==> config.mk <==
export PLATFORM = sky130hd
export DESIGN_NAME = mem_wb_regs
export DESIGN_NICKNAME = d
export VERILOG_FILES = /design/src/rv_isa_pkg.sv /design/src/mem_wb_regs.sv
export SDC_FILE = /design/constraint.sdc
export NUM_CORES = 1
export LEC_CHECK = 0
export BUFFER_PORTS_ARGS = -buffer_cell sky130_fd_sc_hd__buf_2
export CAP_MARGIN = 20
export CORE_ASPECT_RATIO = 0.8
export CORE_MARGIN = 1
export CORE_UTILIZATION = 48
export DETAILED_ROUTE_END_ITERATION = 8
export PLACE_DENSITY = 0.85
export SLEW_MARGIN = 20
export SYNTH_ARGS = -nofsm -noshare
export SYNTH_HDL_FRONTEND = slang
export SYNTH_SLANG_ARGS = --single-unit
==> constraint.sdc <==
create_clock -name clk -period 2.03 [get_ports clk]
set_input_delay 0.3045 -clock clk [delete_from_list [all_inputs] [get_ports clk]]
set_output_delay 0.3045 -clock clk [all_outputs]
set_load 0.05 [all_outputs]
==> src/rv_isa_pkg.sv <==
package rv_isa_pkg;

    // base integer width, rv64
    localparam int xlen = 64;

    // x0..x31
    localparam int reg_addr_w = 5;

    // boot address, also the reset value of the pc in the pipe
    localparam logic [xlen-1:0] pc_reset = 64'h0000_0000_8000_0000;

    // what the execute side hands over
    typedef enum logic [1:0] {
        OP_ALU   = 2'd0,  // result goes straight to rd
        OP_LOAD  = 2'd1,
        OP_STORE = 2'd2
    } op_class_e;

    // funct3 of the load/store opcodes
    // bit 2 set means zero extension on loads
    typedef enum logic [2:0] {
        SZ_B  = 3'b000,
        SZ_H  = 3'b001,
        SZ_W  = 3'b010,
        SZ_D  = 3'b011,
        SZ_BU = 3'b100,
        SZ_HU = 3'b101,
        SZ_WU = 3'b110
    } mem_size_e;

endpackage

==> src/mem_wb_regs.sv <==
`timescale 1ns/1ps

module mem_wb_regs
    import rv_isa_pkg::*;
(
    input  logic                  clk,
    input  logic                  rst_n,
    input  logic                  fire_i,
    input  op_class_e             class_i,
    input  mem_size_e             size_i,
    input  logic [xlen-1:0]       alu_res_i,
    input  logic [reg_addr_w-1:0] rd_i,
    input  logic [xlen-1:0]       pc_i,
    input  logic                  wb_ready_i,
    output logic                  slot_ready_o,
    output logic                  valid_o,
    output op_class_e             class_o,
    output mem_size_e             size_o,
    output logic [xlen-1:0]       alu_res_o,
    output logic [reg_addr_w-1:0] rd_o,
    output logic [xlen-1:0]       pc_o
);

    // free slot or the current beat leaves this cycle
    assign slot_ready_o = !valid_o || wb_ready_i;

    always_ff @(posedge clk or negedge rst_n) begin
        if (!rst_n) begin
            valid_o   <= 1'b0;
            class_o   <= OP_ALU;
            size_o    <= SZ_B;
            alu_res_o <= '0;
            rd_o      <= '0;
            pc_o      <= pc_reset;
        end else if (fire_i) begin
            valid_o   <= 1'b1;  // refill may overlap a drain
            class_o   <= class_i;
            size_o    <= size_i;
            alu_res_o <= alu_res_i;
            rd_o      <= rd_i;
            pc_o      <= pc_i;
        end else if (wb_ready_i) begin
            valid_o <= 1'b0;  // drained with nothing behind it
        end
        // on a stall everything keeps its value
    end

    // the input side must never overwrite a waiting op
    a_no_overwrite: assert property (
        @(posedge clk) disable iff (!rst_n)
        fire_i |-> (!valid_o || wb_ready_i)
    ) else $error("fire into a full slot");

endmodule

==> Word level (Yosys, flattened, before mapping) <==
Index checks and enable logic that the tools add are counted.
{ "totals": {"reg_bits": 139, "in_bits": 142, "out_inout_bits": 140, "wordCells": 11} }
{ "classes": {"n_mux": 2, "reduce_logical": 3} }
{ "op_table": {"columns": ["operator", "count"], "rows": [
  ["two-way mux 1 bit", 2],
  ["nonzero test 2 bit", 1],
  ["zero test 1 bit", 1],
  ["logical OR 1 bit", 1]
]} }

==> Depth between registers and ports, before layout <==
Gate-level depths: netlist (run 1).
{ "depth": {"depth_word": 2, "ltp_mapped": 3, "mapped_depth_nobuf": 2} }

==> Worst setup path before layout (run 1) <==
No wires, ideal clock.
{ "synth_path": {"path_kind": "register -> output", "from": "register valid_o", "to": "output slot_ready_o", "arrival_time_ps": 1031, "t_required_ps": 1725, "slack_ps": 694, "path_stages_with_launch": 2, "path_buffers": 0, "cell_sequence": "dfrtp_1 nand2b_1"} }
{ "synth_between": {"elab_chain_cells": 2} }
{ "synth_lines": {"columns": ["item", "line", "rtl"], "rows": [
  ["start: declaration", "mem_wb_regs.sv:16", "output logic valid_o,"],
  ["start signal: assignment", "mem_wb_regs.sv:29", "valid_o <= 1'b0;"],
  ["start signal: assignment", "mem_wb_regs.sv:36", "valid_o <= 1'b1;"],
  ["start signal: assignment", "mem_wb_regs.sv:43", "valid_o <= 1'b0;"],
  ["zero test 1 bit", "mem_wb_regs.sv:25", "assign slot_ready_o = !valid_o || wb_ready_i;"],
  ["logical OR 1 bit", "mem_wb_regs.sv:25", null],
  ["end: declaration", "mem_wb_regs.sv:15", "output logic slot_ready_o,"]
]} }
Every way passes these cells.

==> Worst setup path after layout (run 1) <==
{ "layout_path": {"from": "register pc_o[31]", "to": "output pc_o[31]"} }
{ "layout_rtl": {"columns": ["item", "line", "rtl"], "rows": [
  ["start: declaration", "mem_wb_regs.sv:21", "output logic [xlen-1:0] pc_o"],
  ["start signal: assignment", "mem_wb_regs.sv:34", "pc_o <= pc_reset;"],
  ["start signal: assignment", "mem_wb_regs.sv:41", "pc_o <= pc_i;"]
]} }
No word-level cell between the ends.

==> out/summary.txt, run 1 <==
Die area = 11200 sq um
Clk_lat worst skew = 0.40 ns
Pint = 5.72 mW
Post-synthesis net count = 436
Vias = 3555
# clock sinks = 139
Pin count of the biggest net entering global routing = 66
Sw Share = 31.5%
Util after Layout = 70.8%
Layout Nets = 727
Area Overhead vs Synth = 41.8%
Fin. Hold Viols = 0
GRT overflow = 0
Worst-path cell with the longest stage delay = dfstp_2
Skew final = 0 ns
Post-synth top cells = dfrtp_1, mux2_2, buf_6
Vias in the first global route = 3833
Synth cell types = 7
Clock Pin Slew Worst Setup and Hold Paths = 0.06 ns
Asr flop ratio synth = 100%
Mux share of post-synthesis cell area = 29.9%
HP Class = in2reg
Cell depth of the worst setup path = 1
Root Driver = clkbuf_16
Mapped cell area = 5190 sq um
R2r setup slk = 1.25 ns
Pwr Total = 8.35 mW
Synth area leader = dfrtp_1
Setup_tns = 0 ns
Net Switching = 2.63 mW
Final GP Congestion = 0.751
Initial antenna violation count = 1
Critical path type = reg2out
Slew HR = 77.6%
Combinational group share of total power = 22.8%
Cell family with most CP delay = flip-flops
R2R depth = 1
Iter 0 DRT Violations = 143
Top-area cell type share of the netlist area = 66.5%
Crit path cell chain = buf_2
Gr usage total = 22.0%
Reg2reg end = pc_o[26]$_DFFE_PN0P_
Lkg Pwr = 3.63 nW
Antenna viol nets, final = 0
Max-cap violation count = 0
Post-Synth XOR/XNOR Area = 0%
CP Max Fanout = 2
Initial Util = 49.9%
Seq cells post-synth = 139
CTS tree = built
IO Pins = 282
Slew Limit Fails = 0
Final worst-path cycle share = 73.1%
Placed wire-length estimate = 8.71 mm
CP arrival = 1.18 ns
Final WL = 12.0 mm
Syn avg cell area = 17.7 sq um
First-pass GRT wire length = 18.8 mm
FMAX = 0.674 GHz
Die span in y = 95.1 um
Final Setup Violations = 0
CTS Buf Count = 17
Pwr Density = 1130 nW/um^2
Worst path bufs/invs = 1
Clock power frac = 39.1%
Post-Synthesis Cells = 294
Core area = 10400 sq um
Drt pass-1 iters = 4
RSZ-0062 raised after global routing = no
Synth Area in Compound Gates = 0%
Top cells by area, synth = dfrtp_1, mux2_2, buf_6, dfstp_2, buf_4
Status = complete, no violations
Synth warn = 0
Origin of the worst setup path = pc_o[31]$_DFFE_PN1P_
Largest family of logic cells by synthesized area = multiplexers
DIE WIDTH = 118 um
Crit path capture = pc_o[31]
Critical Path Sink Type = output pin
FF-to-FF Start = pc_o[26]$_DFFE_PN0P_
Fin Hold WS = 0.130 ns
Register area share after synthesis = 67.0%
Period minus WS final = 1.48 ns
Layout cells sized above 1 = 76.1%
Row cnt = 33
Simple logic cell fraction of the synthesized area = 0.241%
Number of synthesized flops with an enable pin = 0
DRC viols = 0
WL per Instance = 16.2 um
Reg power frac = 38.2%
Most used flip-flop cell after synthesis = dfrtp_1
Actual slew at the worst max-slew pin = 0.336 ns
H-tree depth = 4
CTS Buffer Depth = 2
Max VDD drop = 763 uV
Startpoint types = register
Worst Path Required = 1.73 ns
Postcts setup bufs = 0
Worst path max stage delay = 0.53 ns
# port buffers = 281
DR vias/cell = 4.81
Post-Synth Adder-Cell Area = 0%
==> registers in the layout, indices dropped and copies added (netlist names) <==
register   cells
rd_o           5
class_o        2
valid_o        1
alu_res_o     64
size_o         3
pc_o          64
==> cells in the final DEF (no fill, tap or decap), types with 3 or more instances in the layout <==
| master | n |
|---|---|
| buf_12 | 4 |
| buf_2 | 279 |
| bufinv_16 | 4 |
| clkbuf_16 | 17 |
| clkinv_2 | 3 |
| dfrtp_1 | 138 |
| mux2_2 | 138 |
==> power groups by stage <==
stage	Combinational, mW	Clock [mW]	Sequential [mW]
after floorplan	0.356	0	4.22
after global routing	1.98	3.44	3.22
final	1.90	3.26	3.19
after CTS	1.92	3.32	3.19
after detailed placement	1.91	0	3.23
after global placement	1.87	0	3.22
==> through the flow <==
| stage | instance area (sq um) | setup WS, ns | cells |
|---|---|---|---|
| 2_1_floorplan | 5190 | 0.694 | 294 |
| 3_3_place_gp | 6720 | 0.635 | 705 |
| 3_5_place_dp | 6720 | 0.598 | 705 |
| 4_1_cts | 7360 | 0.526 | 738 |
| 5_1_grt | 7360 | 0.499 | 739 |
| 6_report | 7360 | 0.547 | 739 |
==> cell type report <==
cell class                      instances  area (sq um)
Antenna cell                            1          2.50
Sequential cell                       139          3480
Fill cell                             717          3040
Multi-Input combinational cell        140          1570
Timing Repair Buffer                  287          1510
Tap cell                              140           175
Clock buffer                           21           460
Clock inverter                         11           168
==> cell families (layout without fill, tap and decap cells) <==
kind of cell | count (synthesis) | in the layout
mux | 138 | 138
buf+inv | 15 | 319
simple gates | 2 | 2
flops | 139 | 139
other cells | 0 | 1
==> worst min-delay path by stage <==
stage | endpoint | start | slack, ns | cells past startpoint
floorplan | alu_res_o[0]$_DFFE_PN0P_ | rst_n | 0.009 | 0
global placement | pc_o[16]$_DFFE_PN0P_ | rst_n | 0.20 | 1
detailed placement | pc_o[15]$_DFFE_PN0P_ | rst_n | 0.21 | 1
CTS | alu_res_o[49]$_DFFE_PN0P_ | alu_res_i[49] | 0.11 | 2
global route | pc_o[28]$_DFFE_PN0P_ | pc_i[28] | 0.11 | 2
finish | alu_res_o[49]$_DFFE_PN0P_ | alu_res_i[49] | 0.13 | 2
==> routing by layer <==
metal	part of all wire, %	routed length [um]	up-vias	global-route usage (%)
li1	-	-	1621	-
met5	0	0	-	0
met1	38	4590	1748	24.3
met2	52	6260	165	39.2
met4	1.9	223	0	9.51
met3	7.4	879	21	7.48
==> repair_timing <==
item / in CTS / in global routing
gates resized for setup: 0 / 0
hold buffers: 1 / 0
endpoints found under the hold margin: 29 / 0
No activity file was read; power rests on OpenSTA's default activity.
==> run 2, diff against run 1 <==
--- a/config.mk
+++ b/config.mk
@@ -9,9 +9,9 @@
 export CAP_MARGIN = 20
 export CORE_ASPECT_RATIO = 0.8
 export CORE_MARGIN = 1
-export CORE_UTILIZATION = 48
+export CORE_UTILIZATION = 44
 export DETAILED_ROUTE_END_ITERATION = 8
-export PLACE_DENSITY = 0.85
+export PLACE_DENSITY = 0.79
 export SLEW_MARGIN = 20
 export SYNTH_ARGS = -nofsm -noshare
 export SYNTH_HDL_FRONTEND = slang
==> constraint.sdc (replaced) <==
create_clock -name clk -period 1.4 [get_ports clk]
set_input_delay 0.21 -clock clk [delete_from_list [all_inputs] [get_ports clk]]
set_output_delay 0.21 -clock clk [all_outputs]
set_load 0.05 [all_outputs]
==> run 2 against run 1 <==
Net effect: cell area up 1.1%; sequential share of layout area down 0.53 points; setup slack got worse by 0.48 ns; global-route usage down 2.3 points; critical path depth unchanged; routed wire length decreased by 0.90%; die area grew 8.9%; non-clock buffer count increased by 7; first-iteration DRC count fell by 10%; flip-flop and latch count did not move; largest power group unchanged.
==> out/summary.txt, run 2 (synthesis results as in run 1) <==
Status = complete, no violations
Combinational group share of total power = 22.9%
HP Class = in2reg
Pin count of the biggest net entering global routing = 40
Net Switching = 3.86 mW
Cell family with most CP delay = flip-flops
Reg power frac = 38.2%
Vias = 3547
Fin cells = 753
Final Setup Violations = 0
Crit path cell chain = buf_4
DP Area = 6810 sq um
Max VDD drop = 1160 uV
Gr usage total = 19.7%
# port buffers = 281
Drt pass-1 iters = 4
Lkg Pwr = 3.67 nW
# clock sinks = 139
Sw Share = 31.9%
Area Overhead vs Synth = 43.4%
WL per Instance = 15.7 um
FMAX = 0.751 GHz
Vias in the first global route = 3775
Setup_tns = 0 ns
Antenna viol nets, final = 0
Worst Path Required = 1.19 ns
R2R depth = 1
Largest regs = alu_res_o x64, pc_o x64, rd_o x5
CTS Buf Count = 17
Clock Pin Slew Worst Setup and Hold Paths = 0.06 ns
Placed wire-length estimate = 8.83 mm
Slew Limit Fails = 0
Worst-path cell with the longest stage delay = dfstp_2
Layout Nets = 734
Cell depth of the worst setup path = 1
Pint = 8.23 mW
RSZ-0062 raised after global routing = no
Critical Path Sink Type = output pin
Critical path type = reg2out
First-pass GRT wire length = 18.4 mm
Startpoint types = register
Final worst-path cycle share = 95.1%
Die area = 12200 sq um
CTS Buffer Depth = 2
Max-cap violation count = 0
CP Max Fanout = 2
Final WL = 11.8 mm
GRT overflow = 0
Die span in y = 99.2 um
IO Pins = 282
Placed cells = 720
Layout cells sized above 1 = 76.5%
Pwr Density = 1620 nW/um^2
Filler Cells Inserted = 849
Final GP Congestion = 0.765
Root Driver = clkbuf_16
Fin. Hold Viols = 0
Fin Hold WS = 0.0364 ns
Core area = 11500 sq um
Fin area = 7450 sq um
Util after Layout = 64.7%
Commonest cells after routing, fill and taps aside = buf_2, mux2_2, dfrtp_1
Most common cell after layout, fill and taps aside = buf_2
Actual slew at the worst max-slew pin = 0.417 ns
Row cnt = 35
DR vias/cell = 4.71
Worst path max stage delay = 0.53 ns
Slew HR = 72.2%
Initial antenna violation count = 0
DRC viols = 0
Worst path bufs/invs = 1
CP arrival = 1.12 ns
Iter 0 DRT Violations = 128
Period minus WS final = 1.33 ns
Skew final = 0 ns
H-tree depth = 4
N_diodes = 0
Clock power frac = 38.9%
DIE WIDTH = 123 um
Clk_lat worst skew = 0.40 ns
Initial Util = 45.1%
Hold Crit Depth = 2
CTS tree = built
run 2: stage by stage:
| stage | setup slack [ns] | power [mW] |
|---|---|---|
| 4_1_cts | 0.0456 | 12.2 |
| 2_1_floorplan | 0.119 | 6.64 |
| 5_1_grt | 0.0223 | 12.5 |
| 3_3_place_gp | 0.253 | 7.41 |
| 6_report | 0.0679 | 12.1 |
| 3_5_place_dp | 0.203 | 7.48 |
run 2: final cells by class:
cell class,count,area [sq um],area share (%)
Clock buffer,18,429,5.76
Clock inverter,14,193,2.59
Multi-Input combinational cell,140,1570,21.0
Sequential cell,139,3480,46.7
Tap cell,148,185,2.49
Timing Repair Buffer,294,1600,21.4
run 2: timing repair:
item	4_1_cts	5_1_grt
resized for setup	1	1
endpoints found under the hold margin	35	0
setup endpoints to repair	1	1
gates cloned	0	0
hold buffers	1	0
buffers inserted	0	0
run 2: metal layers:
metal / GRT usage (%) / wire length [um]
met3: 6.54 / 941
met5: 0 / 0
met2: 34.5 / 6170
met4: 7.41 / 194
met1: 22.2 / 4540
run 2: path summary, 6_finish.rpt:
path / from / to / slack (ns)
max: pc_o[31]$_DFFE_PN1P_ / pc_o[31] / 0.07
min: alu_res_i[10] / alu_res_o[10]$_DFFE_PN0P_ / 0.04
max reg2reg: alu_res_o[27]$_DFFE_PN0P_ / alu_res_o[27]$_DFFE_PN0P_ / 0.62
min reg2reg: alu_res_o[3]$_DFFE_PN0P_ / alu_res_o[3]$_DFFE_PN0P_ / 0.50
max in group asynchronous: rst_n / pc_o[31]$_DFFE_PN1P_ / 0.52
min in group asynchronous: rst_n / pc_o[24]$_DFFE_PN0P_ / 0.30
run 2: power by group through the flow:
| stage | Sequential [mW] | Combinational [mW] | Clock, mW |
|---|---|---|---|
| floorplan | 6.12 | 0.516 | 0 |
| global placement | 4.66 | 2.75 | 0 |
| detailed placement | 4.68 | 2.79 | 0 |
| CTS | 4.62 | 2.80 | 4.80 |
| global route | 4.67 | 2.90 | 4.97 |
| finish | 4.61 | 2.77 | 4.70 |
