===== src/rv_isa_pkg.sv =====
package rv_isa_pkg;

    // base integer width, rv64
    localparam int xlen = 64;

    // x0..x31
    localparam int reg_addr_w = 5;

    // boot address, also the reset value of the pc in the pipe
    localparam logic [xlen-1:0] pc_reset = 64'h0000_0000_8000_0000;

    // what the execute side hands over
    typedef enum logic [1:0] {
        OP_ALU   = 2'd0,  // result goes straight to rd
        OP_LOAD  = 2'd1,
        OP_STORE = 2'd2
    } op_class_e;

    // funct3 of the load/store opcodes
    // bit 2 set means zero extension on loads
    typedef enum logic [2:0] {
        SZ_B  = 3'b000,
        SZ_H  = 3'b001,
        SZ_W  = 3'b010,
        SZ_D  = 3'b011,
        SZ_BU = 3'b100,
        SZ_HU = 3'b101,
        SZ_WU = 3'b110
    } mem_size_e;

endpackage


===== src/lsu_pkg.sv =====
package lsu_pkg;

    // byte lanes in one data word
    localparam int lanes = 8;

    // one write strobe per byte lane
    typedef logic [lanes-1:0] byte_mask_t;

    // one RAM word, seen at every access granularity
    // lane 0 is the least significant byte (little endian)
    typedef union packed {
        logic [lanes-1:0][7:0]   b;   // bytes
        logic [lanes/2-1:0][15:0] h;  // halves
        logic [lanes/4-1:0][31:0] w;  // words
        logic [rv_isa_pkg::xlen-1:0] dw;  // whole doubleword
    } mem_word_u;

endpackage


===== src/load_align_wb.sv =====
`timescale 1ns/1ps

module load_align_wb
    import rv_isa_pkg::*;
    import lsu_pkg::*;
(
    input  logic                  valid_i,
    input  op_class_e             class_i,
    input  mem_size_e             size_i,
    input  logic [xlen-1:0]       alu_res_i,
    input  logic [reg_addr_w-1:0] rd_i,
    input  logic [xlen-1:0]       pc_i,
    input  mem_word_u             rdata_i,
    output logic                  wb_valid_o,
    output logic [xlen-1:0]       wb_pc_o,
    output logic [reg_addr_w-1:0] wb_rd_o,
    output logic                  wb_wen_o,
    output logic [xlen-1:0]       wb_data_o
);

    logic [2:0]      byte_off;
    logic            sign_ext;
    logic [7:0]      pick_b;
    logic [15:0]     pick_h;
    logic [31:0]     pick_w;
    logic [xlen-1:0] load_val;

    assign byte_off = alu_res_i[2:0];
    assign sign_ext = !size_i[2];  // lb/lh/lw sign extend, *u zero extend

    // lane select through the union views
    assign pick_b = rdata_i.b[byte_off];
    assign pick_h = rdata_i.h[byte_off[2:1]];
    assign pick_w = rdata_i.w[byte_off[2]];

    always_comb begin
        case (size_i)
            SZ_B, SZ_BU: load_val = {{(xlen-8){sign_ext & pick_b[7]}}, pick_b};
            SZ_H, SZ_HU: load_val = {{(xlen-16){sign_ext & pick_h[15]}}, pick_h};
            SZ_W, SZ_WU: load_val = {{(xlen-32){sign_ext & pick_w[31]}}, pick_w};
            default:     load_val = rdata_i.dw;  // ld
        endcase
    end

    // alu ops and stores carry the alu result, stores just don't write it
    assign wb_data_o = (class_i == OP_LOAD) ? load_val : alu_res_i;

    // no write for stores or x0
    assign wb_wen_o = (class_i != OP_STORE) && (rd_i != '0);

    assign wb_valid_o = valid_i;
    assign wb_pc_o    = pc_i;
    assign wb_rd_o    = rd_i;

endmodule


===== config.mk =====
export PLATFORM = sky130hd
export DESIGN_NAME = load_align_wb
export DESIGN_NICKNAME = d
export VERILOG_FILES = /design/src/rv_isa_pkg.sv /design/src/lsu_pkg.sv /design/src/load_align_wb.sv
export SDC_FILE = /design/constraint.sdc
export NUM_CORES = 1
export LEC_CHECK = 0
export BUFFER_PORTS_ARGS = -buffer_cell sky130_fd_sc_hd__buf_2
export CAP_MARGIN = 20
export CELL_PAD_IN_SITES_DETAIL_PLACEMENT = 0
export CELL_PAD_IN_SITES_GLOBAL_PLACEMENT = 2
export CORE_AREA = 2 2 135 150
export DETAILED_ROUTE_END_ITERATION = 10
export DIE_AREA = 0 0 137 152
export PLACE_DENSITY_LB_ADDON = 0.1
export SLEW_MARGIN = 30
export SYNTH_ARGS = -nofsm -noshare
export SYNTH_HDL_FRONTEND = slang
export SYNTH_SLANG_ARGS = --single-unit

===== constraint.sdc =====
create_clock -name vclk -period 2.4
set_input_delay 0.48 -clock vclk [all_inputs]
set_output_delay 0.48 -clock vclk [all_outputs]
set_load 0.1 [all_outputs]

Word-level counts from Yosys, hierarchy flattened --
Cells that the tools add are included.
Word-level totals: memories 0, logic and storage cells 28, memory bits (writable) 0, latch bits 0, bits in registers 0, input port bits 203, ROM bits 0
Cells by class: order comparisons 3, add/subtract/negate cells 0, bitwise gates (word level) 3, $mul 0, div/mod/pow operators 0, reductions and logical operators 7, mux-type cells 8, equality and inequality tests 7, shift operators 0
Operators with widths (count):
- case mux 64 bit (3 select lines) | 1
- two-way mux 32 bit | 2
- two-way mux 64 bit | 1
- binary-select mux 16 bit (select 2 bit) | 1
- binary-select mux 8 bit (select 3 bit) | 1
- two-way mux 16 bit | 1
- equality test 3 bit, second input constant | 3
- two-way mux 8 bit | 1
- OR reduction 2 bit | 3
- nonzero test 5 bit | 1
- < comparator 3 x 4 -> 1 bit, second input constant | 1
- AND 1 bit | 3
- equality test 3 x 1 -> 1 bit, second input constant | 1
- equality test 3 x 2 -> 1 bit, second input constant | 1
- zero test 3 bit | 1
- < comparator 2 x 3 -> 1 bit, second input constant | 1
- equality test 2 x 1 -> 1 bit, second input constant | 1
- < comparator 1 x 2 -> 1 bit, second input constant | 1
- inequality test 2 bit, second input constant | 1
- logical AND 1 bit | 1
- zero test 1 bit | 1

Longest topological paths before layout --
Gate-level depths: netlist of the first run.
depth after elaboration 5, gate-level depth with buffers 7, gate-level depth less buffers 5

Least setup slack after synthesis of the first run --
No wires, ideal clock.
path kind input port to output port, from input port alu_res_i[2], to output port wb_data_o[22], arrival 3.123 ns, required time 1.920 ns, buffers on the path 2, slack -1.203 ns, stages on the path 7, path through buf_2 nor2b_1 a22o_1 nor2_2 nand3_2 buf_6 a31oi_1
On the way: cells in the longest elaborated chain, start to end 5, elaborated cells between the ends (all ways) 10, classes of those cells mux: 8; bitwise: 2
RTL lines:
- from (decl) | line load_align_wb.sv:10 | input logic [xlen-1:0] alu_res_i,
- binary-select mux 8 bit (select 3 bit) or binary-select mux 16 bit (select 2 bit) (tied branches) | line load_align_wb.sv:32, load_align_wb.sv:33
- two-way mux 8 bit (implied by the code) or two-way mux 16 bit (tied branches) | line load_align_wb.sv:32, load_align_wb.sv:33
- AND 1 bit, on equally long branches | line load_align_wb.sv:38, load_align_wb.sv:39
- case mux 64 bit (3 select lines) (*) | line load_align_wb.sv:37 | case (size_i)
- two-way mux 64 bit (*) | line load_align_wb.sv:46 | assign wb_data_o = (class_i == OP_LOAD) ? load_val : alu_res_i;
- to (decl) | line load_align_wb.sv:18 | output logic [xlen-1:0] wb_data_o
Mark *: on every way between the ends. The rest lies on a longest branch, timed or not. The select of a mux whose other input is x is not followed.

Worst setup path in the final report of the first run --
from input port alu_res_i[2], to output port wb_data_o[55]
On the way: cells in the longest elaborated chain, start to end 5, elaborated cells between the ends (all ways) 11, classes of those cells mux: 8; bitwise: 3
RTL lines:
- binary-select mux 8 bit (select 3 bit) (tied with other cells) | line load_align_wb.sv:32 | assign pick_b = rdata_i.b[byte_off];
- two-way mux 8 bit (implied by the code) (tied with other cells) | line load_align_wb.sv:32
- AND 1 bit, on equally long branches | line load_align_wb.sv:38, load_align_wb.sv:39, load_align_wb.sv:40
- case mux 64 bit (3 select lines) (*) | line load_align_wb.sv:37
- two-way mux 64 bit (*) | line load_align_wb.sv:46
Marks and branches as above.

==> results of run 1 <==
cell type report:
cell class | instances | area, um2
diodes | 1 | 2.50
multi-input cells | 303 | 3050
fillers | 2050 | 12800
well taps | 252 | 315
inverters | 6 | 23.8
repair buffers | 326 | 3240
power by group:
group	switching, W	total [W]	internal, W
Clock	0	0.0000000000558	0.0000000000557
Sequential	0	0	0
Combinational	0.00145	0.00241	0.000955
Total	0.00145	0.00241	0.000955
what timing repair did:
| action | CTS | global route |
|---|---|---|
| buffers inserted | 10 | 6 |
| gates cloned | 4 | 2 |
| pin swaps | 17 | 14 |
| gates resized for setup | 64 | 22 |
| hold buffers | 0 | 0 |
| setup endpoints to repair | 64 | 64 |
path summary, 6_finish.rpt:
path	end	slack, ns
setup / recovery	wb_data_o[55]	-0.19
hold / removal	wb_pc_o[27]	0.96
per-layer routing:
metal | vias up | part of all wire | wire, um
met5 | - | 0 | 0
met3 | 34 | 0.050 | 915
met1 | 1961 | 0.41 | 7390
li1 | 1932 | - | -
met4 | 0 | 0.019 | 342
met2 | 141 | 0.52 | 9560
stage by stage:
stage	util	worst slack, ns	instances
2_1_floorplan	-	-0.947	415
3_3_place_gp	0.310	-0.365	871
3_5_place_dp	0.310	-0.428	871
4_1_cts	0.333	-0.196	883
5_1_grt	0.341	-0.257	888
6_report	0.341	-0.191	888
kinds of logic (layout without fill, tap and decap cells):
group | Yosys count | count (layout)
AOI/OAI and AO/OA | 174 | 174
buffers and inverters | 112 | 332
and+or+nand+nor | 79 | 79
muxes | 50 | 50
other | 0 | 1
synth_stat cells, types with 6 or more instances:
library cell	count
a21oi_1	75
buf_4	71
nor2_1	42
a31oi_1	28
clkbuf_1	25
mux2i_1	20
o21ai_0	19
o22ai_1	18
mux2_2	16
mux4_2	13
nand2_1	12
nor2b_1	9
a211o_1	7
o211ai_1	7
o22a_1	7
or3_1	6
==> flow_metrics.py, run 1 <==
metrics = {
    "floorplanning": {
        "io_pins": 338,
        "rows": 54,
        "fp.coreArea_um2": 19500,
        "start_util": 0.147,
        "fp.dieW_um": 137,
        "die_y_um": 152,
        "die_area_um2": 20800,
    },
    "timing": {
        "fin_ws_ns": -0.191,
        "finalWorstPathRequiredPeriod_ns": 2.59,
        "finalCritPeriodShare": 1.08,
        "maxSlewViolCount": 0,
        "rsz0062_at_grt": "true",
        "max_slew_margin": 0.677,
        "tightest_slew_ns": 0.488,
        "whs_ns": 0.960,
        "setup_viol": 61,
        "finalHoldViolations": 0,
        "clock.fmax_mhz": 386,
        "fin_tns_setup_ns": -7.41,
    },
    "layout": {
        "area_growth_pct": 131,
        "final-seq-area_um2": 0,
        "drive_above_1_share": 0.704,
        "fin_area_um2": 6630,
        "clkbuf_count": 0,
        "final_common_cell": "buf_2",
        "final_cell_mix": "buf_2, buf_4, buf_12",
        "seq_cell_count": 0,
        "final_nets": 840,
    },
    "yosys": {
        "syn_nets": 618,
        "synthAdderAreaFrac": 0,
        "synth_compound_area_frac": 0.367,
        "yosysWarnings": 0,
        "synth_simple_gate_area_share": 0.133,
        "synth_top_area_frac": 0.186,
        "yosysUniqueCellTypes": 36,
        "ys_seq_area_frac": 0,
        "synth_top_cell_by_area": "buf_4",
        "synth.cell_area_um2": 2860,
        "avgSynthCellArea_um2": 6.90,
        "synth.area.mux_share": 0.244,
        "synth_area_leaders": "buf_4, a21oi_1, mux4_2",
        "synth_top_family_by_area": "compound AO/OA/AOI/OAI gates",
        "synth-xor-area-share": 0,
        "syn_inst": 415,
    },
    "route": {
        "remaining_drc_errors": 0,
        "wl_per_cell_um": 20.5,
        "drt-total-wl_mm": 18.2,
        "vias_per_cell": 4.58,
        "ant_nets": 0,
        "drt_first_iter_violations": 146,
        "num_vias": 4068,
        "first_pass_iters": 6,
    },
    "setup_path": {
        "worstPathCellList": "buf_12, buf_6, a311oi_2, nor4b_4, a21oi_4, buf_12, clkbuf_16, a21oi_4, buf_12",
        "worstPathRequired_ns": 1.92,
        "critPathKind": "input pin to output pin",
        "slowest_delay_ns": 0.33,
        "path_common_cell": "buf_12",
        "cp-start-kind": "input pin",
        "end_kind": "output pin",
        "critPathBufInv": 5,
        "cp_slowest_cell": "nor4b_4",
        "crit_family": "buffers and inverters",
        "startpoint": "alu_res_i[2]",
        "cp.depth": 9,
        "crit_fanout": 7,
        "arrival_ns": 2.11,
    },
    "hold_path": {
        "holdCritPathClass": "input pin to output pin",
        "hp-start": "pc_i[27]",
        "whs_path_depth": 0,
    },
    "placement": {
        "dpl.hpwl_mm": 15.2,
        "port_buffers": 208,
        "placed_area_um2": 6030,
        "finalWeightedCongestion": 0.805,
    },
    "power": {
        "power_w": 0.00241,
        "peakVddDrop_mv": 0.173,
        "power.leakage_nw": 2.77,
        "p_per_area_nw_per_um2": 363,
    },
    "grt": {
        "antenna_found_initial": 1,
        "grt_max_degree": 30,
        "use_met2": 0.303,
        "grtUsageMet3": 0.0174,
        "first_global_vias": 4451,
        "met1_usage": 0.208,
        "grt.busiest_layer": "met2",
        "grt_overflow": 0,
        "grtUsageTotal": 0.166,
        "grt_pass1_wl_mm": 26.8,
    },
    "job": {
        "cap_violations": 0,
    },
    "status": {
        "violations": "setup timing",
        "status": "complete, but fails checks",
    },
}
(Power assumes the default switching activity.)
==> run 2, diff against run 1 <==
--- a/config.mk
+++ b/config.mk
@@ -9,10 +9,11 @@
 export CAP_MARGIN = 20
 export CELL_PAD_IN_SITES_DETAIL_PLACEMENT = 0
 export CELL_PAD_IN_SITES_GLOBAL_PLACEMENT = 2
-export CORE_AREA = 2 2 135 150
+export CORE_AREA = 4 4 137 152
 export DETAILED_ROUTE_END_ITERATION = 10
-export DIE_AREA = 0 0 137 152
+export DIE_AREA = 0 0 141 156
 export PLACE_DENSITY_LB_ADDON = 0.1
+export SETUP_SLACK_MARGIN = 0.4
 export SLEW_MARGIN = 30
 export SYNTH_ARGS = -nofsm -noshare
 export SYNTH_HDL_FRONTEND = slang
==> constraint.sdc (replaced) <==
create_clock -name vclk -period 2.55
set_input_delay 0.51 -clock vclk [all_inputs]
set_output_delay 0.51 -clock vclk [all_outputs]
set_load 0.1 [all_outputs]
==> flow_metrics.py, run 2 (synthesized netlist as in run 1, its figures left out) <==
metrics = {
    "timing": {
        "setup_viol": 57,
        "tightest_slew_ns": 0.509,
        "maxSlewViolCount": 0,
        "rsz0062_at_grt": "true",
        "finalCritPeriodShare": 1.07,
        "max_slew_margin": 0.661,
        "fin_ws_ns": -0.182,
        "clock.fmax_mhz": 366,
        "finalHoldViolations": 0,
        "finalWorstPathRequiredPeriod_ns": 2.73,
    },
    "job": {
        "cap_violations": 0,
    },
    "setup_path": {
        "path_common_cell": "a21oi_4",
        "cp.depth": 8,
        "crit_fanout": 7,
        "cp-start-kind": "input pin",
        "end_kind": "output pin",
        "slowest_delay_ns": 0.42,
        "arrival_ns": 2.22,
        "critPathBufInv": 4,
        "cp_slowest_cell": "nor4b_4",
        "crit_family": "buffers and inverters",
        "worstPathRequired_ns": 2.04,
        "critPathKind": "input pin to output pin",
        "worstPathCellList": "clkbuf_4, buf_4, and3b_2, nor4b_4, a21oi_4, clkbuf_16, a21oi_4, buf_12",
    },
    "floorplanning": {
        "die_y_um": 156,
        "io_pins": 338,
        "rows": 53,
        "start_util": 0.150,
        "fp.dieW_um": 141,
        "fp.coreArea_um2": 19100,
        "die_area_um2": 22000,
    },
    "route": {
        "first_pass_iters": 4,
        "vias_per_cell": 4.69,
        "ant_nets": 0,
        "num_vias": 3965,
        "drt-total-wl_mm": 18.6,
        "drt_first_iter_violations": 159,
        "wl_per_cell_um": 22.0,
        "remaining_drc_errors": 0,
    },
    "grt": {
        "grt_overflow": 0,
        "grt_pass1_wl_mm": 27.2,
        "antenna_found_initial": 1,
        "grt_max_degree": 26,
        "first_global_vias": 4392,
        "grtUsageTotal": 0.157,
    },
    "power": {
        "power.leakage_nw": 2.54,
        "peakVddDrop_mv": 0.149,
        "p_per_area_nw_per_um2": 351,
    },
    "status": {
        "violations": "setup timing",
        "status": "complete, but fails checks",
    },
    "placement": {
        "port_buffers": 208,
        "placedCellCount": 827,
        "finalWeightedCongestion": 0.791,
        "dpl.hpwl_mm": 15.8,
    },
    "hold_path": {
        "holdCritPathClass": "input pin to output pin",
        "whs_path_depth": 0,
    },
    "layout": {
        "final_cell_mix": "buf_2, buf_12, buf_4",
        "drive_above_1_share": 0.680,
        "fin_util": 0.327,
        "final_common_cell": "buf_2",
        "fillers": 2045,
        "final-seq-area_um2": 0,
        "final_nets": 801,
        "final_cells": 845,
        "area_growth_pct": 118,
        "clkbuf_count": 0,
        "seq_cell_count": 0,
    },
}
-- run 2: final timing paths --
check                     from            end  slack (ns)
setup / recovery  alu_res_i[2]  wb_data_o[36]       -0.18
hold / removal        pc_i[37]    wb_pc_o[37]        1.02
-- run 2: routing by layer --
metal  track usage  vias up  routed length [um]
li1              -     1852                   -
met3        0.0291       52                1220
met5             0        -                   0
met1         0.198     1883                7780
met4        0.0286        0                 367
met2         0.281      178                9240
-- run 2: metrics by stage --
step                hold WS [ns]  power, W  setup TNS [ns]  cell area (um2)  setup slack [ns]
detailed placement          1.02   0.00209          -10.33             5760            -0.283
finish                      1.02   0.00219           -7.23             6250            -0.182
global placement            1.02   0.00209           -8.08             5760            -0.217
global route                1.02   0.00228          -10.05             6240            -0.234
CTS                         1.02   0.00220           -7.15             6160            -0.170
floorplan                   1.23   0.00179          -13.96             3630            -0.847
-- run 2: cell type report --
cell class,instances,area (um2),share of cell area
inverter,6,22.5,0.00361
timing repair buffer,287,2850,0.456
tap,247,309,0.0495
antenna,2,5.00,0.000801
multi-input combinational,303,3060,0.490
-- run 2: power breakdown --
part           leakage, nW  switching (W)       total (W)     internal, W
Clock            0.0000127              0  0.000000000105  0.000000000105
Sequential               0              0               0               0
Combinational         2.54        0.00136         0.00219        0.000835
-- run 2: what timing repair did --
action / 4_1_cts / 5_1_grt
setup buffers: 12 / 2
gates cloned: 1 / 1
hold buffers: 0 / 0
resized for setup: 60 / 10
pin swaps: 17 / 9
setup endpoints to repair: 64 / 64
