### src/rv_isa_pkg.sv
package rv_isa_pkg;

    // base integer width, rv64
    localparam int xlen = 64;

    // x0..x31
    localparam int reg_addr_w = 5;

    // boot address, also the reset value of the pc in the pipe
    localparam logic [xlen-1:0] pc_reset = 64'h0000_0000_8000_0000;

    // what the execute side hands over
    typedef enum logic [1:0] {
        OP_ALU   = 2'd0,  // result goes straight to rd
        OP_LOAD  = 2'd1,
        OP_STORE = 2'd2
    } op_class_e;

    // funct3 of the load/store opcodes
    // bit 2 set means zero extension on loads
    typedef enum logic [2:0] {
        SZ_B  = 3'b000,
        SZ_H  = 3'b001,
        SZ_W  = 3'b010,
        SZ_D  = 3'b011,
        SZ_BU = 3'b100,
        SZ_HU = 3'b101,
        SZ_WU = 3'b110
    } mem_size_e;

endpackage

### src/lsu_pkg.sv
package lsu_pkg;

    // byte lanes in one data word
    localparam int lanes = 8;

    // one write strobe per byte lane
    typedef logic [lanes-1:0] byte_mask_t;

    // one RAM word, seen at every access granularity
    // lane 0 is the least significant byte (little endian)
    typedef union packed {
        logic [lanes-1:0][7:0]   b;   // bytes
        logic [lanes/2-1:0][15:0] h;  // halves
        logic [lanes/4-1:0][31:0] w;  // words
        logic [rv_isa_pkg::xlen-1:0] dw;  // whole doubleword
    } mem_word_u;

endpackage

### src/mem_access_stage.sv
`timescale 1ns/1ps

module mem_access_stage
    import rv_isa_pkg::*;
    import lsu_pkg::*;
#(
    parameter int DEPTH_WORDS = 256
) (
    input  logic                           clk,
    input  logic                           rst_n,
    input  logic                           in_valid_i,
    input  op_class_e                      in_class_i,
    input  mem_size_e                      in_size_i,
    input  logic [xlen-1:0]                in_alu_res_i,
    input  logic [xlen-1:0]                in_store_data_i,
    input  logic                           slot_ready_i,
    output logic                           in_ready_o,
    output logic                           fire_o,
    output logic                           ram_en_o,
    output byte_mask_t                     ram_we_o,
    output logic [$clog2(DEPTH_WORDS)-1:0] ram_index_o,
    output mem_word_u                      ram_wdata_o
);

    localparam int idx_w = $clog2(DEPTH_WORDS);

    logic       is_mem;
    logic       is_store;
    logic [2:0] byte_off;
    byte_mask_t lane_mask;
    mem_word_u  store_word;
    logic       aligned;

    // ready comes straight from the slot, accept when both high
    assign in_ready_o = slot_ready_i;
    assign fire_o     = in_valid_i && slot_ready_i;

    assign is_mem   = (in_class_i == OP_LOAD) || (in_class_i == OP_STORE);
    assign is_store = (in_class_i == OP_STORE);

    // alu result doubles as the effective address
    assign byte_off    = in_alu_res_i[2:0];
    assign ram_index_o = in_alu_res_i[3 +: idx_w];

    // place store data in its lanes
    always_comb begin
        lane_mask  = '0;
        store_word = '0;
        case (in_size_i)
            SZ_B, SZ_BU: begin
                lane_mask = 8'h01 << byte_off;
                store_word.b[byte_off] = in_store_data_i[7:0];
            end
            SZ_H, SZ_HU: begin
                lane_mask = 8'h03 << byte_off;
                store_word.h[byte_off[2:1]] = in_store_data_i[15:0];
            end
            SZ_W, SZ_WU: begin
                lane_mask = 8'h0f << byte_off;
                store_word.w[byte_off[2]] = in_store_data_i[31:0];
            end
            default: begin  // doubleword
                lane_mask     = 8'hff;
                store_word.dw = in_store_data_i;
            end
        endcase
    end

    // ram strobes, only on an accepted memory op
    assign ram_en_o    = fire_o && is_mem;
    assign ram_we_o    = (fire_o && is_store) ? lane_mask : '0;
    assign ram_wdata_o = store_word;

    // natural alignment per size
    always_comb begin
        case (in_size_i)
            SZ_B, SZ_BU: aligned = 1'b1;
            SZ_H, SZ_HU: aligned = (byte_off[0] == 1'b0);
            SZ_W, SZ_WU: aligned = (byte_off[1:0] == 2'b00);
            default:     aligned = (byte_off == 3'b000);
        endcase
    end

    // misaligned accesses are not handled anywhere downstream
    a_aligned_access: assert property (
        @(posedge clk) disable iff (!rst_n)
        (fire_o && is_mem) |-> aligned
    ) else $error("misaligned access at %h", in_alu_res_i);

    // producer must hold the op while it waits
    a_in_stable: assert property (
        @(posedge clk) disable iff (!rst_n)
        (in_valid_i && !in_ready_o) |=>
            in_valid_i && $stable(in_class_i) && $stable(in_size_i)
            && $stable(in_alu_res_i) && $stable(in_store_data_i)
    ) else $error("input op changed while stalled");

endmodule

### config.mk
export PLATFORM = sky130hd
export DESIGN_NAME = mem_access_stage
export DESIGN_NICKNAME = d
export VERILOG_FILES = /design/src/rv_isa_pkg.sv /design/src/lsu_pkg.sv /design/src/mem_access_stage.sv
export SDC_FILE = /design/constraint.sdc
export NUM_CORES = 1
export LEC_CHECK = 0
export BUFFER_PORTS_ARGS = -buffer_cell sky130_fd_sc_hd__buf_2
export CORE_AREA = 4 4 83 85
export DETAILED_ROUTE_END_ITERATION = 7
export DIE_AREA = 0 0 87 89
export PLACE_DENSITY = 0.72
export SYNTH_ARGS = -nofsm -noshare
export SYNTH_HDL_FRONTEND = slang
export SYNTH_SLANG_ARGS = --single-unit
### constraint.sdc
create_clock -name vclk -period 1.1
set_input_delay 0.055 -clock vclk [all_inputs]
set_output_delay 0.055 -clock vclk [all_outputs]
set_load 0.01 [all_outputs]
After elaboration in Yosys (flattened, before gate mapping)
Index checks and enable logic that the tools add are counted.

storage, ports and cells
  flip-flop bits (word level) = 0
  word-level logic and storage cells = 39

operators by class
  magnitude comparators = 6
  equality and inequality tests = 7
  shifts and indexed selects = 3
  mux-type cells = 9
  bitwise logic cells = 3
  reductions and logical operators = 11

operator list
  kind                                                                           number
  64-bit bitwise AND                                                             3
  64-bit one-hot mux with 3 select lines                                         1
  16-bit demux with 2-bit select                                                 1
  32-bit demux with 1-bit select                                                 1
  32-bit two-way mux                                                             1
  8-bit demux with 3-bit select                                                  1
  8-bit one-hot mux with 3 select lines                                          1
  16-bit two-way mux                                                             1
  8-bit two-way mux                                                              2
  3-bit equality test (second input constant)                                    3
  1-bit by 3-bit left shift with 8-bit output (first input constant)             1
  2-bit by 3-bit left shift with 8-bit output (first input constant)             1
  4-bit by 3-bit left shift with 8-bit output (first input constant)             1
  1-bit logical AND                                                              6
  2-bit OR reduction                                                             3
  3-bit by 4-bit less-than comparator with 1-bit output (second input constant)  1
  3-bit by 1-bit equality test with 1-bit output (second input constant)         1
  3-bit by 2-bit equality test with 1-bit output (second input constant)         1
  3-bit by 1-bit >= comparator with 1-bit output (second input constant)         1
  3-bit zero test                                                                1
  2-bit by 3-bit less-than comparator with 1-bit output (second input constant)  1
  2-bit by 1-bit equality test with 1-bit output (second input constant)         1
  2-bit equality test (second input constant)                                    1
  2-bit by 1-bit >= comparator with 1-bit output (second input constant)         1
  other kinds (3)                                                                3

Depth between registers and ports, before layout
Gate-level depths: netlist of the first run.

  word-level depth = 6
  mapped depth = 7

Least setup slack after synthesis of the first run
No wires, ideal clock.

  kind = input-to-output
  from = input port in_size_i[0]
  to = output port ram_wdata_o[62] (netlist name)
  arrival time = 1166 ps
  data required time = 1045 ps
  setup slack = -121 ps
  cell stages on the path = 7
  buffers on the path = 1
  cell sequence = inv_1 > ha_1 > and2_1 > buf_6 > a22o_1 > a221oi_1 > a21oi_1

RTL lines
  element             line                    source
  start: declaration  mem_access_stage.sv:13  input mem_size_e in_size_i,
  end: declaration    mem_access_stage.sv:22  output mem_word_u ram_wdata_o

==> run summary, run 1 <==
Setup path
* critical path startpoint: in_size_i[0]
* cell with the most instances on the worst path: sky130_fd_sc_hd__buf_12
* Worst Path Arrival: 1.26 ns
* Critical Path, Cell by Cell: buf_12, inv_8, ha_4, nor2b_4, nor2_4, o22ai_4, buf_12, a22o_1, buf_2
* critical-path cell with the highest stage delay: sky130_fd_sc_hd__nor2_4
* critical path startpoint category: input port
* critical-path maximum fanout: 6
* CP max stage delay: 0.19 ns
* element type at the critical path end: output pin
* required time at the endpoint of the critical path: 1.04 ns
* critical path start-end classification: in2out

Logic synthesis
* Yosys cell types: 40
* biggest area consumer among synthesized cells: sky130_fd_sc_hd__a22o_1
* post-synthesis sequential area ratio: 0%
* synthesized net count: 366
* largest cells by area after synthesis: sky130_fd_sc_hd__a22o_1, sky130_fd_sc_hd__a21oi_1, sky130_fd_sc_hd__a221oi_1
* Post-Synthesis Mean Instance Area: 6.93 um^2
* Yosys warnings: 0
* share of the synthesized area in the top cell type: 17.0%
* Synth Cell Area: 0.00155 mm^2
* Synth Instances: 223

Timing
* worst relative slew slack: 82.5%
* final sum of negative setup slack: -9.45 ns
* final clock period utilization by the worst path: 120%
* max-slew violation count: 0
* min setup slack post-route: -0.217 ns
* worst-margin pin slew: 0.262 ns
* Min Clock Period, post-route: 1.32 ns
* number of hold violations in the final report: 0
* setup repair after global routing missed its margin: true
* setup violators final: 68
* fmax: 0.759 GHz

Hold path
* cell depth of the worst hold path: 0
* origin of the worst min-delay path: in_alu_res_i[3]
* worst-case hold path end point: ram_index_o[0]
* path class of the lowest-slack min-delay path: in2out

Final layout
* most common cell after layout, fill and taps aside: sky130_fd_sc_hd__buf_2
* Seq. cell area: 0 um^2
* total number of nets in the final design: 527
* count of fill cells added during filler insertion: 640
* most frequent cells in the layout: sky130_fd_sc_hd__buf_2, sky130_fd_sc_hd__a22o_1, sky130_fd_sc_hd__a21oi_1
* fraction of final layout cells sized beyond drive strength 1: 68.6%
* sequential cell count of the final layout: 0
* area added between synthesis and finish: 93.2%
* final design utilization: 48.1%
* clock tree buffer count of the final layout: 0
* area taken by multi-input logic gates: 0.00158 mm^2
* Post-Layout Inst Area: 0.00299 mm^2
* number of diodes: 0

GRT
* first-pass GRT wire length: 12.2 mm
* via count of the first global-routing pass: 2282
* global-route usage over all layers: 19.8%
* global routing usage on met1: 25.2%
* most heavily used metal layer in global routing: met2
* met2 Use GR: 37.2%
* remaining global-route overflow: 0
* maximum number of pins on one net before global-route repair: 34
* met3 Usage GRT: 1.38%
* antenna violations before repair: 0

Die
* IO Count: 220
* die footprint: 0.00774 mm^2
* cell row count: 29
* starting density of the core: 24.9%
* area of the core region: 0.00620 mm^2
* floorplan die height: 89 um
* horizontal die dimension: 87 um

Placement
* routability cong.: 0.809
* IO Port Bufs: 148
* Post-DP HPWL: 6.37 mm
* Placed Instance Area: 0.00252 mm^2

Routing
* routed wirelength normalized by instance count: 18.5 um
* violation count after the first detailed-routing iteration: 88
* DRT Wirelength: 8.50 mm
* DRT Pass-1 Iters: 4
* Antenna Nets Post-Route: 0
* count of vias placed by the detailed router: 2402
* DR DRC count: 0
* ratio of routed vias to standard cells: 5.23

Outcome
* status: finished, violations left
* violated checks: negative setup slack

Pwr
* Lkg Pwr: 1.53 nW
* IR Drop Worst-Case VDD: 0.000194 V
* power per unit of standard cell area: 461 mW/mm^2
* total power: 0.00137 W

Job
* maximum capacitance violations: 0

[critical path: cells and delay by family]
| family | cells | cell delay [ns] |
|---|---|---|
| AO/OA/AOI/OAI | 2 | 0.31 |
| adder cells (fa/ha/maj) | 1 | 0.15 |
| buffers and inverters | 4 | 0.42 |
| AND/OR/NAND/NOR | 2 | 0.33 |
[per-layer routing]
metal  up-vias  routed length [um]
li1       1153                   -
met4         0                  53
met5         -                   0
met1      1128                3290
met3        10                 637
met2       111                4520
[cells by family after synthesis]
kind of cell / share of synthesized area [%]
compound gates: 54.3
simple gates: 21.5
buf+inv: 19.4
fa+ha+maj: 4.86
[layout make-up]
cell class                      instances  area share (%)
Timing Repair Buffer                  188            40.7
Tap cell                               77            3.23
Inverter                               21            3.23
Multi-Input combinational cell        173            52.8
[synth_stat cells, drive strengths merged]
cell type   n
a211oi      1
a21o        2
a21oi      30
a221oi     15
a22o       30
a22oi       2
a2bb2oi     8
a31oi       1
a32o        6
and2       12
buf        28
clkbuf      2
ha          6
inv        21
nand2      10
nand2b      1
nand3       8
nand3b      1
nor2       12
nor2b      11
nor3        1
o21a        4
o21ai       7
o21bai      1
o22ai       2
or3         1
[power by group]
group          switching [W]  internal (W)  leakage (nW)  total, W
Sequential                 0             0             0         0
Clock                      0             0             0         0
Combinational       0.000706      0.000669          1.53   0.00137
[timing repair]
item,4_1_cts,5_1_grt
gates resized for setup,72,32
pin swaps,35,25
hold buffers,0,0
buffers inserted,2,5
cloned,3,0
endpoints found under the setup margin,72,72
[worst max-delay path by stage]
stage	slack, ns	to	depth (start not counted)
floorplan	-0.06	ram_wdata_o[40]	6
global placement	-0.31	ram_wdata_o[62]	8
detailed placement	-0.35	ram_wdata_o[53]	8
CTS	-0.22	ram_wdata_o[32]	9
global route	-0.26	ram_wdata_o[39]	9
finish	-0.22	ram_wdata_o[39]	9
[through the flow]
step           instances  hold WS, ns  worst slack [ns]
6_report             459        0.110            -0.217
5_1_grt              459        0.110            -0.258
4_1_cts              458        0.110            -0.216
3_5_place_dp         453        0.110            -0.349
3_3_place_gp         453        0.110            -0.312
2_1_floorplan        223        0.202           -0.0561
(Power assumes the default switching activity.)
==> inputs of run 2 (changes only) <==
==> constraint.sdc (replaced) <==
create_clock -name vclk -period 1.1
set_input_delay 0.22 -clock vclk [all_inputs]
set_output_delay 0.22 -clock vclk [all_outputs]
set_load 0.01 [all_outputs]
==> run 2 against run 1 <==
Compared with the run above:
- the run still ends with negative setup slack left
- global-route usage is 0.44 points higher
- largest cell class unchanged
- worst hold slack better by 0.33 ns
- fmax is 18% lower
- final cell count is 2.6% higher
- non-clock buffer count is 12 higher
- cell area is 13% higher
==> run summary, run 2 (synthesis gave the netlist of run 1 again) <==
Outcome
* status: finished, violations left
* violated checks: negative setup slack

Routing
* DR DRC count: 0, unchanged
* DRT Wirelength: 8.35 mm, -1.8%
* count of vias placed by the detailed router: 2437, +1.5%
* violation count after the first detailed-routing iteration: 79, -10%
* Antenna Nets Post-Route: 0, unchanged
* ratio of routed vias to standard cells: 5.17, -1.1%
* DRT Pass-1 Iters: 4, unchanged
* routed wirelength normalized by instance count: 17.7 um, -4.3%

GRT
* antenna violations before repair: 0, unchanged
* maximum number of pins on one net before global-route repair: 24, -29%
* global-route usage over all layers: 20.2%, +0.44 points
* first-pass GRT wire length: 12.5 mm, +2.6%
* remaining global-route overflow: 0, unchanged
* via count of the first global-routing pass: 2428, +6.4%

Pwr
* IR Drop Worst-Case VDD: 0.000257 V, +33%
* power per unit of standard cell area: 456 mW/mm^2, -0.88%
* Lkg Pwr: 1.67 nW, +9.0%

Timing
* worst-margin pin slew: 0.326 ns, +0.0633 ns
* fmax: 0.620 GHz, -18%
* min setup slack post-route: -0.514 ns, -0.297 ns
* max-slew violation count: 0, unchanged
* final sum of negative setup slack: -32.22 ns, -22.77 ns
* worst relative slew slack: 78.3%, -4.2 points
* number of hold violations in the final report: 0, unchanged
* Min Clock Period, post-route: 1.61 ns, +0.297 ns
* setup repair after global routing missed its margin: true
* setup violators final: 72, +5.9%
* final clock period utilization by the worst path: 147%, +27 points

Die
* IO Count: 220, unchanged
* die footprint: 0.00774 mm^2, unchanged
* floorplan die height: 89 um, unchanged
* area of the core region: 0.00620 mm^2, unchanged
* cell row count: 29, unchanged
* starting density of the core: 24.9%, unchanged
* horizontal die dimension: 87 um, unchanged

Final layout
* total number of nets in the final design: 539, +2.3%
* final design utilization: 54.3%, +6.2 points
* number of diodes: 0, unchanged
* clock tree buffer count of the final layout: 0, unchanged
* most common cell after layout, fill and taps aside: sky130_fd_sc_hd__buf_2
* count of fill cells added during filler insertion: 582, -9.1%
* area added between synthesis and finish: 118%
* fraction of final layout cells sized beyond drive strength 1: 77.4%, +8.8 points
* most frequent cells in the layout: sky130_fd_sc_hd__buf_2, sky130_fd_sc_hd__buf_4, sky130_fd_sc_hd__a22o_1
* sequential cell count of the final layout: 0, unchanged
* Seq. cell area: 0 um^2, unchanged

Setup path
* element type at the critical path end: output pin
* crit path to: ram_wdata_o[62]
* critical path startpoint category: input port
* CP max stage delay: 0.28 ns, +0.09 ns
* critical-path maximum fanout: 8, +2
* logic depth of the worst path, buffers included: 8, -1
* critical path start-end classification: in2out
* number of buffers and inverters on the critical path: 3, -1
* required time at the endpoint of the critical path: 0.88 ns, -0.16 ns
* largest delay contributor family on the critical path: compound AO/OA/AOI/OAI gates
* Worst Path Arrival: 1.39 ns, +0.13 ns
* Critical Path, Cell by Cell: buf_12, inv_12, ha_4, and2_4, a22o_4, a221oi_4, a21oi_2, buf_2
* critical path startpoint: in_size_i[0]
* critical-path cell with the highest stage delay: sky130_fd_sc_hd__a221oi_4

Hold path
* path class of the lowest-slack min-delay path: in2out

Clocking
* hold-fix buffer count after cts: 0, unchanged

Placement
* IO Port Bufs: 148, unchanged
* routability cong.: 0.842, +4.1%
* Post-DP HPWL: 6.98 mm, +9.6%

Job
* maximum capacitance violations: 0, unchanged

==> run 2: report_power, final <==
group | total (W) | switching, W | internal, W
logic | 0.00154 | 0.000765 | 0.000771
clock network | 0 | 0 | 0
registers | 0 | 0 | 0
==> run 2: final cells by class <==
type	count	area [um^2]	share of cell area [%]
multi-input cells	173	1800	53.5
repair buffers	200	1360	40.4
inverters	21	109	3.23
well taps	77	96.3	2.86
==> run 2: worst min-delay path by stage <==
stage	start	end	slack (ns)	cells past startpoint
2_1_floorplan	slot_ready_i	in_ready_o	0.53	1
3_3_place_gp	in_alu_res_i[9]	ram_index_o[6]	0.44	0
3_5_place_dp	in_alu_res_i[9]	ram_index_o[6]	0.44	0
4_1_cts	in_alu_res_i[9]	ram_index_o[6]	0.44	0
5_1_grt	in_alu_res_i[5]	ram_index_o[2]	0.44	0
6_report	in_alu_res_i[5]	ram_index_o[2]	0.44	0
==> run 2: repair_timing <==
action	CTS	global route
hold endpoints to repair	0	0
gates cloned	1	0
resized for setup	46	16
pin swaps	40	15
setup endpoints to repair	72	73
buffers inserted	5	1
==> run 2: metal layers <==
layer,part of all wire [%],routed length (um),vias to the layer above,GRT usage (%)
met1,42,3530,1130,26.4
met3,8.8,732,14,3.04
met4,1.7,142,0,3.82
li1,-,-,1183,-
met2,47,3950,110,35.3
met5,0,0,-,0
==> run 2: metrics by stage <==
| stage | area (um^2) | hold WS [ns] | power [W] | cells | setup WS (ns) |
|---|---|---|---|---|---|
| 6_report | 3370 | 0.440 | 0.00154 | 471 | -0.514 |
| 3_5_place_dp | 3020 | 0.440 | 0.00137 | 467 | -0.684 |
| 4_1_cts | 3290 | 0.440 | 0.00150 | 471 | -0.535 |
| 2_1_floorplan | 2070 | 0.532 | 0.000835 | 223 | -0.257 |
| 3_3_place_gp | 3020 | 0.440 | 0.00136 | 467 | -0.651 |
| 5_1_grt | 3370 | 0.440 | 0.00165 | 471 | -0.571 |
==> inputs of run 3 (changes only) <==
- CORE_AREA: 4 4 83 85 -> 2 2 86 88
- DIE_AREA: 0 0 87 89 -> 0 0 88 90
- PLACE_DENSITY: 0.72 -> default
==> run 3 against run 2 <==
Compared with the run above:
- the flow still finishes with violations (negative setup slack)
- cell area increased by 5.9%
- power increased by 4.4%
- via count decreased by 0.57%
- die area increased by 2.3%
- wire length increased by 2.4%
- critical path depth decreased by 1
- utilization decreased by 3.5 points
- worst setup slack got worse by 0.019 ns
- sequential share of layout area unchanged
- final cell count increased by 6.4%
- critical path type unchanged
- largest cell class unchanged
- largest power group unchanged
- highest routed layer unchanged
==> run summary, run 3 (synthesis gave the netlist of run 1 again) <==
Outcome
* status: finished, violations left
* violated checks: negative setup slack

Timing
* final clock period utilization by the worst path: 148%, +1.7 points
* number of hold violations in the final report: 0, unchanged
* setup violators final: 72, unchanged
* max-slew violation count: 0, unchanged
* min setup slack post-route: -0.533 ns, -0.0189 ns
* fmax: 0.612 GHz, -1.2%
* Min Clock Period, post-route: 1.63 ns, +0.0189 ns
* setup repair after global routing missed its margin: true
* final sum of negative setup slack: -32.52 ns, -0.304 ns
* worst-margin pin slew: 0.374 ns, +0.0481 ns
* worst relative slew slack: 75.0%, -3.3 points

Routing
* violation count after the first detailed-routing iteration: 65, -18%
* DR DRC count: 0, unchanged
* count of vias placed by the detailed router: 2423, -0.57%
* routed wirelength normalized by instance count: 17.1 um, -3.7%
* DRT Pass-1 Iters: 4, unchanged
* ratio of routed vias to standard cells: 4.84, -6.5%
* DRT Wirelength: 8.55 mm, +2.4%
* Antenna Nets Post-Route: 0, unchanged

Final layout
* most common cell after layout, fill and taps aside: sky130_fd_sc_hd__buf_2
* Seq. cell area: 0 um^2, unchanged
* count of fill cells added during filler insertion: 683, +17%
* most frequent cells in the layout: sky130_fd_sc_hd__buf_2, sky130_fd_sc_hd__buf_4, sky130_fd_sc_hd__buf_6
* post-route insts no fill: 501, +6.4%
* fraction of final layout cells sized beyond drive strength 1: 82.8%, +5.4 points
* sequential cell count of the final layout: 0, unchanged
* clock tree buffer count of the final layout: 0, unchanged
* number of diodes: 0, unchanged
* area added between synthesis and finish: 131%
* total number of nets in the final design: 547, +1.5%

Setup path
* critical path start-end classification: in2out
* required time at the endpoint of the critical path: 0.88 ns, about the same
* critical-path maximum fanout: 8, unchanged
* critical path startpoint category: input port
* Worst Path Arrival: 1.41 ns, +0.02 ns
* element type at the critical path end: output pin

Placement
* placed cells: 494, +5.8%
* IO Port Bufs: 148, unchanged
* worst setup timing slack at the placement stage: -0.661 ns, +0.0231 ns
* Post-DP HPWL: 6.98 mm, about the same
* routability cong.: 0.824, -2.2%

Clocking
* hold-fix buffer count after cts: 0, unchanged

Pwr
* IR Drop Worst-Case VDD: 0.000188 V, -27%
* part of the total power dissipated in sequential elements: 0%, unchanged
* Switching Fraction: 49.1%, -0.68 points
* Internal Dissipation: 0.000817 W, +5.9%
* power share of the combinational group: 100.0%, about the same
* switching power of the nets: 0.000788 W, +3.0%
* power per unit of standard cell area: 450 mW/mm^2, -1.4%
* Lkg Pwr: 1.76 nW, +5.4%
* share of total power in the clock network: 0%, unchanged

GRT
* maximum number of pins on one net before global-route repair: 25, +4.2%
* antenna violations before repair: 0, unchanged
* remaining global-route overflow: 0, unchanged
* via count of the first global-routing pass: 2490, +2.6%
* global-route usage over all layers: 20.4%, +0.22 points
* first-pass GRT wire length: 13.1 mm, +5.3%

Die
* floorplan die height: 90 um, +1.1%
* cell row count: 31, +6.9%
* die footprint: 0.00792 mm^2, +2.3%
* horizontal die dimension: 88 um, +1.1%
* starting density of the core: 22.0%, -2.9 points
* area of the core region: 0.00702 mm^2, +13%
* IO Count: 220, unchanged

Job
* maximum capacitance violations: 0, unchanged

Hold path
* path class of the lowest-slack min-delay path: in2out

-- run 3: cell types whose count changed in the layout (fill, tap and decap cells not counted), sizes merged --
| cell | before | now |
|---|---|---|
| clkbuf | 0 | 1 |
| buf | 200 | 207 |
-- run 3: layout make-up --
cell class | count | area [um^2] | area share [%]
multi-input combinational | 173 | 1870 | 52.3
timing repair buffer | 208 | 1470 | 41.2
tap | 99 | 124 | 3.47
inverter | 21 | 109 | 3.05
-- run 3: final timing paths --
check | startpoint | to | cells past startpoint
max | in_size_i[1] | ram_wdata_o[15] | 7
min | in_alu_res_i[8] | ram_index_o[5] | 0
-- run 3: per-layer routing --
metal  up-vias  track usage (%)  part of all wire [%]
li1       1202                -                     -
met1      1110             28.3                    46
met2       103             35.2                    47
met3         8             1.74                   5.8
met4         0             1.92                  0.89
met5         -                0                     0
-- run 3: power by group through the flow --
stage	combinational, W	clock, W	sequential [W]
final	0.00161	0	0
after global routing	0.00172	0	0
after CTS	0.00154	0	0
after detailed placement	0.00139	0	0
after global placement	0.00138	0	0
after floorplan	0.000835	0	0
-- run 3: worst max-delay path: stages --
cell and delay [ns]:
sky130_fd_sc_hd__buf_12 0.11, sky130_fd_sc_hd__buf_6 0.11, sky130_fd_sc_hd__ha_4 0.18, sky130_fd_sc_hd__a21o_1 0.20, sky130_fd_sc_hd__a21o_4 0.25, sky130_fd_sc_hd__a22o_1 0.20
sky130_fd_sc_hd__buf_2 0.14
-- run 3: metrics by stage --
| stage | utilization [%] | instance area [um^2] | hold WS, ns | total power [W] |
|---|---|---|---|---|
| 2_1_floorplan | - | 2070 | 0.532 | 0.000835 |
| 3_3_place_gp | 43.7 | 3070 | 0.440 | 0.00138 |
| 6_report | 50.8 | 3570 | 0.440 | 0.00161 |
| 3_5_place_dp | 43.7 | 3070 | 0.440 | 0.00139 |
| 4_1_cts | 48.5 | 3400 | 0.440 | 0.00154 |
| 5_1_grt | 50.8 | 3570 | 0.440 | 0.00172 |
-- run 3: what timing repair did --
| action | 4_1_cts | 5_1_grt |
|---|---|---|
| resized for setup | 61 | 27 |
| cloned | 0 | 2 |
| pin swaps | 43 | 36 |
| hold endpoints to repair | 0 | 0 |
| setup buffers | 6 | 4 |
| setup endpoints to repair | 72 | 73 |
